$ cat src/mem_stage_defines.svh
`ifndef MEM_STAGE_DEFINES_SVH
`define MEM_STAGE_DEFINES_SVH

// RV32I memory opcodes
`define OPCODE_LOAD  7'b0000011
`define OPCODE_STORE 7'b0100011

// Data memory depth in 32-bit words, a power of two
`define DMEM_WORDS 256

// Word index width
`define DMEM_AW ($clog2(`DMEM_WORDS))

`endif

$ cat src/mem_stage_pkg.sv
`default_nettype none

`include "mem_stage_defines.svh"

package mem_stage_pkg;

    typedef logic [31:0] word_t;
    typedef logic [6:0]  opcode_t;
    typedef logic [2:0]  funct3_t;

    // 00 word, 01 half, 10 byte, 11 none
    typedef logic [1:0]  access_size_t;

    // Bit 0 is the lowest-addressed byte
    typedef logic [3:0]  byte_en_t;

    typedef logic [`DMEM_AW-1:0] word_addr_t;

    localparam access_size_t SIZE_WORD = 2'b00;
    localparam access_size_t SIZE_HALF = 2'b01;
    localparam access_size_t SIZE_BYTE = 2'b10;
    localparam access_size_t SIZE_NONE = 2'b11;

endpackage

`default_nettype wire

$ cat src/mem_req_if.sv
`default_nettype none

interface mem_req_if;
    import mem_stage_pkg::*;

    access_size_t access_size;
    logic         write_en;
    logic         req;
    logic         load_unsigned;

    modport ctrl (
        output access_size,
        output write_en,
        output req,
        output load_unsigned
    );

    modport lsu (
        input access_size,
        input write_en,
        input req,
        input load_unsigned
    );

endinterface

`default_nettype wire

$ cat src/dmem_if.sv
`default_nettype none

interface dmem_if;
    import mem_stage_pkg::*;

    word_addr_t word_addr;
    byte_en_t   byte_en;
    word_t      wr_data;
    logic       rd_en;
    word_t      rd_data;

    modport lsu (
        output word_addr,
        output byte_en,
        output wr_data,
        output rd_en,
        input  rd_data
    );

    modport mem (
        input  word_addr,
        input  byte_en,
        input  wr_data,
        input  rd_en,
        output rd_data
    );

endinterface

`default_nettype wire

$ cat src/lsu.sv
`default_nettype none

`include "mem_stage_defines.svh"

module lsu (
    input  logic                 clk,
    input  logic                 arst_n,
    input  mem_stage_pkg::word_t addr,
    input  mem_stage_pkg::word_t store_data,
    mem_req_if.lsu               req,
    dmem_if.lsu                  dmem,
    output mem_stage_pkg::word_t load_data,
    output logic                 load_valid,
    output logic                 misaligned
);
    import mem_stage_pkg::*;

    logic         illegal;
    logic         unaligned;
    logic         access_ok;
    logic         do_store;
    logic         do_load;
    byte_en_t     lane_mask;
    word_t        lane_data;

    // Load context held for the cycle when rd_data returns
    logic         ld_valid_q;
    logic         bad_q;
    access_size_t ld_size_q;
    logic         ld_unsigned_q;
    logic [1:0]   ld_off_q;
    word_t        rd_shifted;
    word_t        rd_ext;

    assign illegal = (req.access_size == SIZE_NONE);

    always_comb begin
        case (req.access_size)
            SIZE_HALF: unaligned = addr[0];
            SIZE_WORD: unaligned = |addr[1:0];
            default:   unaligned = 1'b0;
        endcase
    end

    assign access_ok = req.req && !illegal && !unaligned;
    assign do_store  = access_ok && req.write_en;
    assign do_load   = access_ok && !req.write_en;

    // Lane enables and replicated store data
    always_comb begin
        case (req.access_size)
            SIZE_WORD: begin
                lane_mask = 4'b1111;
                lane_data = store_data;
            end
            SIZE_HALF: begin
                lane_mask = 4'b0011 << {addr[1], 1'b0};
                lane_data = {2{store_data[15:0]}};
            end
            SIZE_BYTE: begin
                lane_mask = 4'b0001 << addr[1:0];
                lane_data = {4{store_data[7:0]}};
            end
            default: begin
                lane_mask = 4'b0000;
                lane_data = store_data;
            end
        endcase
    end

    // Addresses wrap modulo the memory size
    assign dmem.word_addr = addr[`DMEM_AW+1:2];
    assign dmem.byte_en   = do_store ? lane_mask : 4'b0000;
    assign dmem.wr_data   = lane_data;
    assign dmem.rd_en     = do_load;

    always_ff @(posedge clk or negedge arst_n) begin
        if (!arst_n) begin
            ld_valid_q <= 1'b0;
            bad_q      <= 1'b0;
        end else begin
            ld_valid_q <= do_load;
            bad_q      <= req.req && (illegal || unaligned);
        end
    end

    always_ff @(posedge clk) begin
        if (do_load) begin
            ld_size_q     <= req.access_size;
            ld_unsigned_q <= req.load_unsigned;
            ld_off_q      <= addr[1:0];
        end
    end

    // Bring the addressed byte or half down to bit 0
    assign rd_shifted = dmem.rd_data >> {ld_off_q, 3'b000};

    always_comb begin
        case (ld_size_q)
            SIZE_BYTE: begin
                if (ld_unsigned_q) begin
                    rd_ext = {24'd0, rd_shifted[7:0]};
                end else begin
                    rd_ext = {{24{rd_shifted[7]}}, rd_shifted[7:0]};
                end
            end
            SIZE_HALF: begin
                if (ld_unsigned_q) begin
                    rd_ext = {16'd0, rd_shifted[15:0]};
                end else begin
                    rd_ext = {{16{rd_shifted[15]}}, rd_shifted[15:0]};
                end
            end
            default: rd_ext = dmem.rd_data;
        endcase
    end

    // Zero between results
    assign load_data  = ld_valid_q ? rd_ext : '0;
    assign load_valid = ld_valid_q;
    assign misaligned = bad_q;

endmodule

`default_nettype wire

$ cat src/flat_wrapper.sv
// flat-port wrapper written by rule: the top's interface ports become plain ports
module lsu_flat import mem_stage_pkg::*;
  (clk, arst_n, addr, store_data, load_data, load_valid, misaligned, req_access_size, req_write_en, req_req, req_load_unsigned, dmem_word_addr, dmem_byte_en, dmem_wr_data, dmem_rd_en, dmem_rd_data);
  mem_req_if req_i ();
  dmem_if dmem_i ();
  input  logic clk;
  input  logic arst_n;
  input  mem_stage_pkg::word_t addr;
  input  mem_stage_pkg::word_t store_data;
  output mem_stage_pkg::word_t load_data;
  output logic load_valid;
  output logic misaligned;
  input wire logic [$bits(req_i.access_size)-1:0] req_access_size;
  input wire logic [$bits(req_i.write_en)-1:0] req_write_en;
  input wire logic [$bits(req_i.req)-1:0] req_req;
  input wire logic [$bits(req_i.load_unsigned)-1:0] req_load_unsigned;
  output wire logic [$bits(dmem_i.word_addr)-1:0] dmem_word_addr;
  output wire logic [$bits(dmem_i.byte_en)-1:0] dmem_byte_en;
  output wire logic [$bits(dmem_i.wr_data)-1:0] dmem_wr_data;
  output wire logic [$bits(dmem_i.rd_en)-1:0] dmem_rd_en;
  input wire logic [$bits(dmem_i.rd_data)-1:0] dmem_rd_data;
  assign req_i.access_size = req_access_size;
  assign req_i.write_en = req_write_en;
  assign req_i.req = req_req;
  assign req_i.load_unsigned = req_load_unsigned;
  assign dmem_word_addr = dmem_i.word_addr;
  assign dmem_byte_en = dmem_i.byte_en;
  assign dmem_wr_data = dmem_i.wr_data;
  assign dmem_rd_en = dmem_i.rd_en;
  assign dmem_i.rd_data = dmem_rd_data;
  lsu u_core (.clk(clk), .arst_n(arst_n), .addr(addr), .store_data(store_data), .req(req_i), .dmem(dmem_i), .load_data(load_data), .load_valid(load_valid), .misaligned(misaligned));
endmodule
$ cat config.mk
export PLATFORM = sky130hd
export DESIGN_NAME = lsu_flat
export DESIGN_NICKNAME = d
export VERILOG_FILES = /design/src/mem_stage_pkg.sv /design/src/mem_req_if.sv /design/src/dmem_if.sv /design/src/lsu.sv /design/src/flat_wrapper.sv
export VERILOG_INCLUDE_DIRS = /design/src
export SDC_FILE = /design/constraint.sdc
export NUM_CORES = 1
export LEC_CHECK = 0
export BUFFER_PORTS_ARGS = -buffer_cell sky130_fd_sc_hd__buf_2
export CAP_MARGIN = 25
export CORE_MARGIN = 2
export CORE_UTILIZATION = 32
export CTS_CLUSTER_DIAMETER = 120
export DETAILED_ROUTE_END_ITERATION = 7
export PLACE_DENSITY = 0.79
export REMOVE_ABC_BUFFERS = 1
export SLEW_MARGIN = 20
export SYNTH_ARGS = -nofsm -noshare
export SYNTH_HDL_FRONTEND = slang
export SYNTH_SLANG_ARGS = --single-unit
$ cat constraint.sdc
create_clock -name clk -period 1.85 [get_ports clk]
set_clock_uncertainty 0.1 [all_clocks]
set_input_delay 0.185 -clock clk [delete_from_list [all_inputs] [get_ports clk]]
set_output_delay 0.185 -clock clk [all_outputs]
set_load 0.03 [all_outputs]
* Word-level counts from Yosys, hierarchy flattened *
Index checks and enable logic that the tools add are counted.

word-level totals
  register bits after elaboration = 7
  latch bits = 0
  RAM bits = 0
  bits in read-only memories = 0
  output and inout port bits = 79
  logic and storage cells = 32
  memories = 0

cells by class
  add/subtract/negate cells = 0
  $mul = 0
  div/mod/pow operators = 0
  $lt $le $gt $ge = 0
  equality and inequality tests = 5
  shift-type cells = 3
  multiplexer cells = 8
  bitwise logic cells = 0
  reduce and logical (&&, ||, !) cells = 11

operator list
  kind                 count
  $pmux 32 s2          2
  $mux 32              3
  $shr 32x5->16        1
  $pmux 4 s3           1
  $eq 2x2->1 const B   3
  $logic_and 1x1->1    5
  $eq 2x1->1 const B   2
  $mux 4               1
  $shl 1x2->4 const A  1
  $shl 2x2->4 const A  1
  $logic_not 1->1      3
  $logic_not 2->1      1
  $pmux 1 s2           1
  $reduce_or 2->1      1
  $logic_or 1x1->1     1

* Longest topological paths before layout *
  depth in word-level cells = 6
  gate-level depth with buffers = 7
  gate-level depth less buffers = 6

* Worst setup path before layout *
No wires, ideal clock.

  kind = reg2out
  start point = register u_core.ld_off_q[0]
  end point = output load_data[22]
  arrival time = 1904 ps
  required time = 1565 ps
  slack = -339 ps
  cell stages (with the launch flop) = 7
  buffers on the path = 2
  cells stage by stage = edfxtp_1 > buf_4 > mux2i_1 > o21ai_0 > a22oi_4 > buf_6 > o21ai_0

between the ends
  word-level cells in the longest chain between the ends = 4
  elaborated cells between the ends (all ways) = 5
  those cells by class = 1 x shift; 4 x mux

RTL lines
  what                        line                    text
  from (decl)                 lsu.sv:31               logic [1:0] ld_off_q;
  from (signal assigned)      lsu.sv:91               ld_off_q <= addr[1:0];
  $shr 32x5->16 (*)           lsu.sv:96               assign rd_shifted = dmem.rd_data >> {ld_off_q, 3'b000};
  $mux 32 (on tied branches)  lsu.sv:108, lsu.sv:101
  $pmux 32 s2 (*)             lsu.sv:99               case (ld_size_q)
  $mux 32 (*)                 lsu.sv:119              assign load_data = ld_valid_q ? rd_ext : '0;
  to (decl)                   flat_wrapper.sv:10      output mem_stage_pkg::word_t load_data;

Every way passes the cells marked *; elsewhere a longest branch is shown, timed or not.

* Worst setup path after layout *
  start point = register u_core.ld_off_q[1]
  end point = output load_data[11]

Same word-level chain as after synthesis.

==> results.cfg <==
[outcome]
status = finished with violations
failed_checks = setup timing

[worst_setup_path]
crit_slowest_cell = mux4_2
worst_ep_arrival_time_ns = 1.90
required_ns = 1.56
critPathKind = flip-flop to output pin
cpPeakStageDelay_ns = 0.59
crit_start = u_core.ld_off_q[1]
path_max_fanout = 8
start_kind = flip-flop
path_cells = mux4_2, a31o_4, a21oi_2, nor2_1, buf_4
crit_path_end_kind = output pin

[die]
die_w_um = 77.4
fp-row-count = 26
die_y_um = 77.4
start_util_pct = 33.5
placeableCoreArea_um2 = 5140
die-area_um2 = 5980
io_pins = 182

[sta]
worstMarginPinSlew_ns = 0.388
hold_slack_ns = 0.0380
finalSetupTns_ns = -7.26
slew_violations = 0
fin_crit_sh_pct = 118
fmax_mhz = 457
maxSlewHeadroom_pct = 74.1
hold_viol = 0
min_period_ns = 2.19
rsz0062_at_grt = yes
timing.final.ws_setup_ns = -0.338
setup_viol = 35

[clock_tree]
root_buffer = clkbuf_8
clock_sinks = 7
clk_path_buf_depth = 2
htreeDepth = 1
cts_buffers = 3
cts.clk_slew.worst_paths_ns = 0.04
cts_tree = yes

[yosys]
synth_edf_count = 5
synth-compound-area-share_pct = 38.7
synthXorXnorAreaFrac_pct = 0
postSynth.asyncResetShare_pct = 28.6
yosysMostFrequentCell = nand2_1
synth_area_leaders = edfxtp_1 (8.7%), buf_4 (8.3%), o21ai_0 (7.3%)
syn_area_per_cell_um2 = 6.70
synth.yosys.seq_area_share_pct = 11.6
synth_fa_ha_area_share_pct = 5.81
syn-instance-count = 257
synth_top_area_cell = edfxtp_1
synth-seq-cells = 7
synth.area.mux_share_pct = 5.96
ys_warn_count = 0
synth_ff_type = edfxtp_1
synth_top_family_by_area = compound AO/OA/AOI/OAI gates
synth_area_um2 = 1720
yosysTopAreaCellShare_pct = 8.72
ys_types = 33
yosys.area_share.simple_pct = 21.7
yosys-top-cells-count = nand2_1 (31), nor2_1 (28), o21ai_0 (25)

[power]
p_switching_w = 0.000635
ir_drop_mv = 0.400
p_int_w = 0.000698
pwr-share-seq_pct = 14.2
p_clk_share_pct = 15.8
switching_share_pct = 47.6
power_w = 0.00133
pwr-share-comb_pct = 70.0
p_per_area_nw_per_um2 = 461
p_leak_nw = 1.47

[drt]
wl_per_cell_um = 15.5
vias = 2587
drt_iter0_markers = 134
drt.antenna.violating_nets = 0
drt_first_pass_iters = 5
wirelength_um = 7400
drc = 0
vias_per_cell = 5.43

[finish]
final_nets = 518
n_antenna_cell = 0
design_area_um2 = 2890
final_layout_size_suffix_gt1_share_pct = 53.0
final_util_pct = 56.3
synthToLayoutAreaGrowth_pct = 68.0

[global_route]
grt_use_total_pct = 22.6
grt_pass1_vias = 2451
grt_pass1_wl_um = 11300
antenna_found_initial = 0
grt_max_degree = 25
grt_overflow = 0

[placement]
dpl_cell_area_um2 = 2570
hpwl_um = 5630
place.gp.congestion = 0.818
io_buffers = 143

[min_path]
hp-start = req_load_unsigned
min_path_type = primary input to flip-flop

[job]
maxCapViolations = 0
## power by group through the flow
stage	Sequential [W]	Combinational, W	Clock [W]
2_1_floorplan	0.000207	0.000456	0
3_3_place_gp	0.000190	0.000819	0
3_5_place_dp	0.000190	0.000832	0
4_1_cts	0.000188	0.000885	0.000213
5_1_grt	0.000190	0.000996	0.000227
6_report	0.000189	0.000933	0.000211
## critical path: cells and delay by family (launching register included)
family	cells	cell delay, ns
multiplexers	1	0.59
AO/OA/AOI/OAI	2	0.43
flip-flops	1	0.42
buffers and inverters	1	0.17
AND/OR/NAND/NOR	1	0.06
## state kept, by name, summed over array words and instances, names as in the netlist
register and cells:
u_core.ld_off_q 2, u_core.ld_unsigned_q 1, u_core.misaligned 1, u_core.ld_size_q 2, u_core.load_valid 1
## routing by layer
metal  up-vias  global-route usage [%]  routed length (µm)
li1       1201                       -                   -
met1      1149                    24.4                2670
met2       211                    41.2                3620
met3        26                    5.93                 842
met4         0                    9.64                 273
met5         -                       0                   0
## cell type report
type	count	area [µm²]
Timing Repair Buffer	182	1130
Fill cell	466	2250
Clock buffer	4	45.0
Multi-Input combinational cell	197	1360
Tap cell	70	87.6
Sequential cell	7	200
Inverter	16	62.6
## cells by family (layout without fill, tap and decap cells)
family,Yosys count,after routing
AOI/OAI and AO/OA,97,97
and+or+nand+nor,83,83
buffers and inverters,53,202
muxes,9,9
adders and majority gates,8,8
DFF,7,7
## path summary, 6_finish.rpt
path	depth (start not counted)	slack, ns	to
min in group asynchronous	2	0.18	u_core.misaligned
min	1	0.04	u_core.ld_unsigned_q
max in group asynchronous	2	1.37	u_core.load_valid
max	5	-0.34	load_data[11]
## stage by stage
stage          cells  setup WS (ns)
2_1_floorplan    220         -0.537
3_3_place_gp     467         -0.203
3_5_place_dp     467         -0.307
4_1_cts          474         -0.310
5_1_grt          476         -0.440
6_report         476         -0.338
## what timing repair did
item,in CTS,in global routing
hold buffers,1,0
resized for setup,36,47
pin swaps,11,9
buffers inserted,2,2
setup endpoints to repair,44,44
endpoints found under the hold margin,2,0
## placed cells by master, fill, tap and decap left out, types with 4 or more instances in the layout
cell type,n
buf_4,54
inv_1,13
buf_6,6
nor2b_1,17
o21ai_1,11
nor2_1,23
o2bb2ai_1,7
o22ai_1,8
nand2_1,31
a21oi_1,11
a21oi_2,8
a22oi_1,9
mux2i_2,4
mux2i_1,4
o21ai_0,15
buf_2,116
edfxtp_1,5
a22o_1,8
a32oi_1,7
a211o_1,7
Power figures use the tool's default switching activity.
