File: src/mem_stage_defines.svh
`ifndef MEM_STAGE_DEFINES_SVH
`define MEM_STAGE_DEFINES_SVH

// RV32I memory opcodes
`define OPCODE_LOAD  7'b0000011
`define OPCODE_STORE 7'b0100011

// Data memory depth in 32-bit words, a power of two
`define DMEM_WORDS 256

// Word index width
`define DMEM_AW ($clog2(`DMEM_WORDS))

`endif

File: src/mem_stage_pkg.sv
`default_nettype none

`include "mem_stage_defines.svh"

package mem_stage_pkg;

    typedef logic [31:0] word_t;
    typedef logic [6:0]  opcode_t;
    typedef logic [2:0]  funct3_t;

    // 00 word, 01 half, 10 byte, 11 none
    typedef logic [1:0]  access_size_t;

    // Bit 0 is the lowest-addressed byte
    typedef logic [3:0]  byte_en_t;

    typedef logic [`DMEM_AW-1:0] word_addr_t;

    localparam access_size_t SIZE_WORD = 2'b00;
    localparam access_size_t SIZE_HALF = 2'b01;
    localparam access_size_t SIZE_BYTE = 2'b10;
    localparam access_size_t SIZE_NONE = 2'b11;

endpackage

`default_nettype wire

File: src/mem_req_if.sv
`default_nettype none

interface mem_req_if;
    import mem_stage_pkg::*;

    access_size_t access_size;
    logic         write_en;
    logic         req;
    logic         load_unsigned;

    modport ctrl (
        output access_size,
        output write_en,
        output req,
        output load_unsigned
    );

    modport lsu (
        input access_size,
        input write_en,
        input req,
        input load_unsigned
    );

endinterface

`default_nettype wire

File: src/mem_ctrl.sv
`default_nettype none

`include "mem_stage_defines.svh"

module mem_ctrl (
    input  mem_stage_pkg::opcode_t opcode,
    input  mem_stage_pkg::funct3_t funct3,
    input  logic                   flush,
    mem_req_if.ctrl                req
);
    import mem_stage_pkg::*;

    logic is_load;
    logic is_store;

    // Loads look at funct3[1:0] only, bit 2 selects unsigned
    function automatic access_size_t load_size(input funct3_t f3);
        access_size_t size;
        case (f3[1:0])
            2'b00:   size = SIZE_BYTE;
            2'b01:   size = SIZE_HALF;
            2'b10:   size = SIZE_WORD;
            default: size = SIZE_NONE;
        endcase
        return size;
    endfunction

    // Stores need the full funct3 to be legal
    function automatic access_size_t store_size(input funct3_t f3);
        access_size_t size;
        case (f3)
            3'b000:  size = SIZE_BYTE;
            3'b001:  size = SIZE_HALF;
            3'b010:  size = SIZE_WORD;
            default: size = SIZE_NONE;
        endcase
        return size;
    endfunction

    assign is_load  = (opcode == `OPCODE_LOAD);
    assign is_store = (opcode == `OPCODE_STORE);

    always_comb begin
        if (is_load) begin
            req.access_size = load_size(funct3);
        end else if (is_store) begin
            req.access_size = store_size(funct3);
        end else begin
            // Not a memory instruction
            req.access_size = SIZE_NONE;
        end
    end

    // Flush kills stores only
    assign req.write_en = is_store && !flush;

    // A flushed store touches nothing, so it makes no request
    assign req.req = is_load || req.write_en;

    assign req.load_unsigned = funct3[2];

endmodule

`default_nettype wire

File: src/flat_wrapper.sv
// flat-port wrapper written by rule: the top's interface ports become plain ports
module mem_ctrl_flat import mem_stage_pkg::*;
  (opcode, funct3, flush, req_access_size, req_write_en, req_req, req_load_unsigned);
  mem_req_if req_i ();
  input  mem_stage_pkg::opcode_t opcode;
  input  mem_stage_pkg::funct3_t funct3;
  input  logic flush;
  output wire logic [$bits(req_i.access_size)-1:0] req_access_size;
  output wire logic [$bits(req_i.write_en)-1:0] req_write_en;
  output wire logic [$bits(req_i.req)-1:0] req_req;
  output wire logic [$bits(req_i.load_unsigned)-1:0] req_load_unsigned;
  assign req_access_size = req_i.access_size;
  assign req_write_en = req_i.write_en;
  assign req_req = req_i.req;
  assign req_load_unsigned = req_i.load_unsigned;
  mem_ctrl u_core (.opcode(opcode), .funct3(funct3), .flush(flush), .req(req_i));
endmodule
File: config.mk
export PLATFORM = sky130hd
export DESIGN_NAME = mem_ctrl_flat
export DESIGN_NICKNAME = d
export VERILOG_FILES = /design/src/mem_stage_pkg.sv /design/src/mem_req_if.sv /design/src/mem_ctrl.sv /design/src/flat_wrapper.sv
export VERILOG_INCLUDE_DIRS = /design/src
export SDC_FILE = /design/constraint.sdc
export NUM_CORES = 1
export LEC_CHECK = 0
export ABC_AREA = 1
export CORE_AREA = 2 2 39 41
export DETAILED_ROUTE_END_ITERATION = 7
export DIE_AREA = 0 0 41 43
export DONT_BUFFER_PORTS = 1
export PLACE_DENSITY = 0.32
export SETUP_SLACK_MARGIN = 0.2
export SYNTH_ARGS = -nofsm -noshare
export SYNTH_HDL_FRONTEND = slang
export SYNTH_SLANG_ARGS = --single-unit
File: constraint.sdc
create_clock -name vclk -period 1.92
set_clock_uncertainty 0.1 [all_clocks]
set_input_delay 0.576 -clock vclk [all_inputs]
set_output_delay 0.576 -clock vclk [all_outputs]
set_load 0.02 [all_outputs]
; Word-level counts from Yosys, hierarchy flattened
; Cells that the tools add are included.
[op_classes]
n_mux = 4
n_eq_ne = 6
reduce_logical = 5
[op_table]
columns = op, n
row1 = one-hot mux 2 bit (3 select lines), 2
row2 = equality test 7 x 2 -> 1 bit (second input constant), 1
row3 = equality test 7 x 6 -> 1 bit (second input constant), 1
row4 = 2-to-1 mux 2 bit, 2
row5 = equality test 3 x 1 -> 1 bit (second input constant), 1
row6 = equality test 3 x 2 -> 1 bit (second input constant), 1
row7 = zero test 3 bit, 1
row8 = equality test 2 x 1 -> 1 bit (second input constant), 1
row9 = equality test 2 bit (second input constant), 1
row10 = zero test 2 bit, 1
row11 = logical AND 1 bit, 1
row12 = zero test 1 bit, 1
row13 = logical OR 1 bit, 1
[totals]
word_cells = 15
inputBits = 11
register_bits = 0

; Longest topological paths before layout
; Gate-level depths: netlist (run 1).
[depth]
ltp_word = 4
mapped_depth = 8
depth_no_buf = 8

; Worst setup path before layout (run 1)
; Ideal clock, no wire load.
[synth_path]
kind = input -> output
from = in funct3[0]
to = out req_access_size[0]
arrival_time_ns = 1.343
cell_stages = 7
slack_ns = -0.099
cell_sequence = inv_1 ha_1 nor2_1 nand2_1 nand3_1 nor2_1 nor2_1
[synth_between]
elab_chain_len = 4
[synth_rtl]
columns = item, line
row1 = start: declaration, flat_wrapper.sv:6  ; input mem_stage_pkg::funct3_t funct3;
row2 = equality test 3 x 2 -> 1 bit (tied with other cells), mem_ctrl.sv:31  ; case (f3)
row3 = one-hot mux 2 bit (3 select lines), mem_ctrl.sv:31
row4 = 2-to-1 mux 2 bit, mem_ctrl.sv:46  ; end else if (is_store) begin
row5 = 2-to-1 mux 2 bit *, mem_ctrl.sv:44  ; if (is_load) begin
row6 = end: declaration, flat_wrapper.sv:8  ; output wire logic [$bits(req_i.access_size)-1:0] req_access_size;
; Mark *: on every way between the ends. The rest lies on a longest branch, timed or not.

; Final worst setup path (run 1)
; Ends and elaborated chain as after synthesis.

==> impl_metrics.csv, run 1 <==
group,metric,value,unit
status,status,"complete, no violations",
layout,register_area,0,um^2
detailed_routing,vias_per_cell,3.94,
floorplan,core_area,1380,um^2
sta,slew_headroom,83.9,%
detailed_routing,wl,465,um
place,portBuffers,0,
grt,overflow,0,
floorplan,die_w,41,um
layout,nFillCells,163,
setup_path,path_cells,"inv_12 -> ha_4 -> nor2_4 -> nand2_2 -> nand3_2 -> nor2_2 -> nor2_4",
setup_path,cp.arrival,1.16,ns
place,hpwlAfterDp,379,um
setup_path,cpMostUsedCell,"nor2_4",
floorplan,dieArea,1760,um^2
place,place_inst,53,
synth,synth-simple-area-share,50.3,%
power_and_ir_drop,power,0.0442,mW
floorplan,num_rows,14,
layout,design.seq.count,0,
detailed_routing,dr.pass1.iters,1,
setup_path,cp_num_buf_inv,1,
layout,clkbuf_count,0,
synth,synthAdderAreaFrac,24.8,%
grt,grt_pass1_wl,600,um
sta,fin_crit,1.84,ns
layout,num_antenna_cells,0,
detailed_routing,wire_per_inst,8.77,um
synth,synth_area,201,um^2
setup_path,crit_family,"simple AND/OR/NAND/NOR gates",
layout,final_cells,53,
setup_path,crit_type,"in -> out",
synth,yosysWarnings,0,
clock_tree,postCtsSetupBuffers,0,
synth,avgSynthCellArea,5.30,um^2
sta,final.setup.tns,0,ns
grt,grt_pass1_vias,167,
synth,ys_seq_area_share,0,%
detailed_routing,drtAntennaViolNets,0,
sta,min_period_over_period,95.6,%
setup_path,crit_cells,7,
floorplan,initial_utilization,14.6,%
layout,areaGrowthSynthToFinish,82.6,%
synth,synth_cell_types,11,
power_and_ir_drop,power_density,120,nW/um^2
detailed_routing,dr.first_iter.drc_count,0,
grt,grt.total_usage,4.60,%
power_and_ir_drop,power_leakage,0.155,nW
floorplan,pin_count,16,
layout,layout-drive-gt1-share,67.6,%
power_and_ir_drop,irDropWorstVdd,0.0232,mV
sta,clock.fmax,545,MHz
min_path,hold_path.class,"in -> out",
synth,synthesis.nets,53,
detailed_routing,vias,209,
grt,grt_antenna_before_repair,0,
place,gp_congestion,0.569,
sta,worst_slew_pin_slew,0.242,ns
synth,synth_mux_area_share,0,%
synth,synth_xor_area_share,0,%
setup_path,crit_slowest_cell,"nor2_4",
job,max_cap_viol_count,0,
setup_path,crit_path_end_kind,"primary output",
synth,synth_top_family_by_area,"simple AND/OR/NAND/NOR gates",
layout,final_common_cell,"nor2_4",
setup_path,crit_path_max_fanout,3,
sta,slew_violations,0,
setup_path,critPathLaunchType,"input port",
sta,rsz0062_at_grt,"yes",
clock_tree,hold_buffers,0,
detailed_routing,drc,0,
setup_path,worstPathRequired,1.24,ns
sta,setup_viol,0,
floorplan,die_h,43,um
synth,synth_compound_gate_area_share,2.48,%
layout,mostFrequentLayoutCells,"nor2_4, nand2_1",
setup_path,critPathMaxStageDelay,0.16,ns
grt,grt_max_degree,5,
synth,syn-instance-count,38,
layout,num-nets-final,54,
sta,finalHoldViolCount,0,
min_path,hold_depth,0,
synth_stat cells (all sizes together):
cell type   n  share of area, %
buf         1               3.7
ha          4                25
inv        10                19
nand2       9                18
nand3       3               7.5
nor2        9                22
o21ai       1               2.5
or2         1               3.1
kinds of logic after synthesis:
kind of cell | Yosys count
buf+inv | 11
simple gates | 22
compound gates | 1
fa+ha+maj | 4
cell type report:
| type | count | area [um^2] | share of cell area [%] |
|---|---|---|---|
| inverter | 10 | 82.6 | 22.4 |
| multi-input combinational | 27 | 265 | 72.1 |
| tap | 16 | 20.0 | 5.44 |
metal layers:
metal	share of wire, %	vias to the layer above	track usage, %
li1	-	109	-
met1	31	91	6.01
met2	60	9	8.44
met3	8.8	0	0
met4	0	0	0
met5	0	-	0
path summary, 6_finish.rpt:
check / start / endpoint
setup / recovery: funct3[0] / req_access_size[0]
hold / removal: funct3[2] / req_load_unsigned
what timing repair did:
| item | 4_1_cts | 5_1_grt |
|---|---|---|
| endpoints found under the hold margin | 0 | 0 |
| pin swaps | 7 | 9 |
| endpoints found under the setup margin | 4 | 4 |
| resized for setup | 6 | 23 |
power by group:
part	total (mW)	switching (mW)	internal, mW	leakage, nW
sequential	0	0	0	0
clock	0	0	0	0
combinational	0.0442	0.0223	0.0219	0.155
per-stage QoR:
step                util (%)  hold slack, ns  instance area [um^2]  setup slack, ns
detailed placement      19.5            1.05                   270           0.0307
floorplan                  -            1.10                   258           0.0725
global placement        19.5            1.05                   270           0.0391
finish                  26.6            1.05                   368           0.0836
global route            26.6            1.05                   368           0.0432
CTS                     21.7            1.05                   300           0.0719
No activity file was read; power rests on OpenSTA's default activity.
==> run 2: changes to the inputs <==
ABC_AREA = 0   (was 1)
GPL_ROUTABILITY_DRIVEN = 1   (was not set)
PLACE_DENSITY = 0.3   (was 0.32)
==> run 2 against run 1 <==
The flow now finishes with violations (negative setup slack). Cell count is 30% lower. Synthesized cell count down 47%. First-iteration DRC count is the same. Flip-flop and latch count unchanged. Hold slack did not move. Routed wire length shrank 25%. Via count fell by 31%. Critical path depth decreased by 2. Synthesized area down 27%. Die area unchanged. Final area down 28%. Largest cell class unchanged. Largest power group unchanged. Highest routed layer unchanged.
==> impl_metrics.csv, run 2 <==
group,metric,value,unit
status,status,"finished, violations left",
status,violations,"negative setup slack",
grt,grt.total_usage,3.90,%
place,placed_cell_area,241,um^2
detailed_routing,drtAntennaViolNets,0,
sta,worst_slew_pin_slew,0.282,ns
detailed_routing,wire_per_inst,9.38,um
setup_path,crit_path_end_kind,"primary output",
power_and_ir_drop,power_density,100,nW/um^2
layout,num_antenna_cells,0,
detailed_routing,vias,145,
setup_path,crit_slowest_cell,"or3_4",
setup_path,critPathLaunchType,"input port",
sta,setup_slack,-0.172,ns
place,portBuffers,0,
sta,slew_headroom,81.2,%
setup_path,critical_path.startpoint,"funct3[0]",
synth,avgSynthCellArea,7.38,um^2
layout,final_area,267,um^2
floorplan,dieArea,1760,um^2
sta,rsz0062_at_grt,"yes",
setup_path,cpMostUsedCell,"or3_4",
sta,min_period_over_period,109,%
layout,areaGrowthSynthToFinish,80.5,%
sta,finalHoldViolCount,0,
place,gp_congestion,0.513,
job,max_cap_viol_count,0,
synth,yosysTopAreaCell,"ha_1",
layout,mostFrequentLayoutCells,"or3_4, nor2_1, ha_4",
layout,clkbuf_count,0,
floorplan,die_w,41,um
grt,grt_pass1_vias,133,
setup_path,critPathMaxStageDelay,0.37,ns
setup_path,crit_type,"in -> out",
sta,clock.fmax,478,MHz
min_path,min_from,"funct3[2]",
layout,final_util,19.3,%
setup_path,worstPathRequired,1.24,ns
grt,grt_pass1_wl,510,um
floorplan,core_area,1380,um^2
synth,synthesis.nets,35,
layout,nFillCells,159,
synth,syn-instance-count,20,
sta,slew_violations,0,
sta,setup_viol,4,
synth,yosysWarnings,0,
floorplan,initial_utilization,10.7,%
grt,grt_max_degree,7,
power_and_ir_drop,power_leakage,0.0868,nW
synth,netlist_top_cells_count,"ha_1, inv_1, nor2_1, or3_1",
grt,overflow,0,
synth,synth_cell_types,13,
layout,layout-drive-gt1-share,66.7,%
synth,synth_most_common_cell,"ha_1",
synth,synth_area_leaders,"ha_1, nor4_2, or3_1",
layout,final_cells,37,
floorplan,num_rows,14,
detailed_routing,dr.first_iter.drc_count,0,
place,place_inst,36,
layout,register_area,0,um^2
detailed_routing,vias_per_cell,3.92,
setup_path,cp_num_buf_inv,1,
detailed_routing,dr.pass1.iters,1,
min_path,hold_path.class,"in -> out",
setup_path,crit_family,"simple AND/OR/NAND/NOR gates",
layout,num-nets-final,38,
sta,fin_crit,2.09,ns
detailed_routing,drc,0,
layout,design.seq.count,0,
synth,synth_top_area_share,33.9,%
grt,grt_antenna_before_repair,0,
power_and_ir_drop,power,0.0268,mW
floorplan,die_h,43,um
detailed_routing,wl,347,um
synth,synth_area,148,um^2
setup_path,cp.arrival,1.42,ns
sta,hold_slack,1.05,ns
floorplan,pin_count,16,
power_and_ir_drop,irDropWorstVdd,0.0163,mV
clock_tree,hold_buffers,0,
setup_path,crit_path_max_fanout,3,
synth,ys_seq_area_share,0,%
setup_path,path_cells,"inv_12 -> ha_4 -> or3_4 -> a31oi_1 -> or3_4",
place,hpwlAfterDp,313,um
==> run 2: metrics by stage <==
stage / worst slack [ns] / TNS [ns]
6_report: -0.172 / -0.382
5_1_grt: -0.221 / -0.649
4_1_cts: -0.174 / -0.444
3_5_place_dp: -0.175 / -0.372
3_3_place_gp: -0.162 / -0.352
2_1_floorplan: -0.128 / -0.179
==> run 2: layout make-up <==
class / instances / area, um^2 / share of cell area (%)
Tap cell: 16 / 20.0 / 7.51
Inverter: 3 / 26.3 / 9.86
Multi-Input combinational cell: 16 / 201 / 75.6
Timing Repair Buffer: 2 / 18.8 / 7.04
==> run 2: path summary, 6_finish.rpt <==
kind	to	slack, ns	cells after the start
setup / recovery	req_access_size[0]	-0.17	5
hold / removal	req_load_unsigned	1.05	0
==> run 2: cells by family after synthesis <==
group                    after synthesis  share of synthesized area [%]
buffers and inverters                  4                           12.7
AND/OR/NAND/NOR                        8                           34.7
adder cells (fa/ha/maj)                4                           33.9
AO/OA/AOI/OAI                          4                           18.6
==> run 2: routing by layer <==
| metal | part of all wire (%) | global-route usage (%) | wire [um] | vias to the layer above |
|---|---|---|---|---|
| li1 | - | - | - | 74 |
| met1 | 27 | 5.06 | 94 | 68 |
| met2 | 65 | 7.19 | 226 | 3 |
| met3 | 7.5 | 0 | 26 | 0 |
| met4 | 0 | 0 | 0 | 0 |
| met5 | 0 | 0 | 0 | - |
==> run 2: what timing repair did <==
item / 4_1_cts / 5_1_grt
cloned: 0 / 0
pin swaps: 4 / 0
setup buffers: 1 / 0
endpoints found under the setup margin: 4 / 4
endpoints found under the hold margin: 0 / 0
resized for setup: 3 / 1
==> run 2: power breakdown <==
group	internal (mW)	switching, mW	leakage, nW	total, mW
Combinational	0.0162	0.0106	0.0868	0.0268
Clock	0	0	0	0
Sequential	0	0	0	0
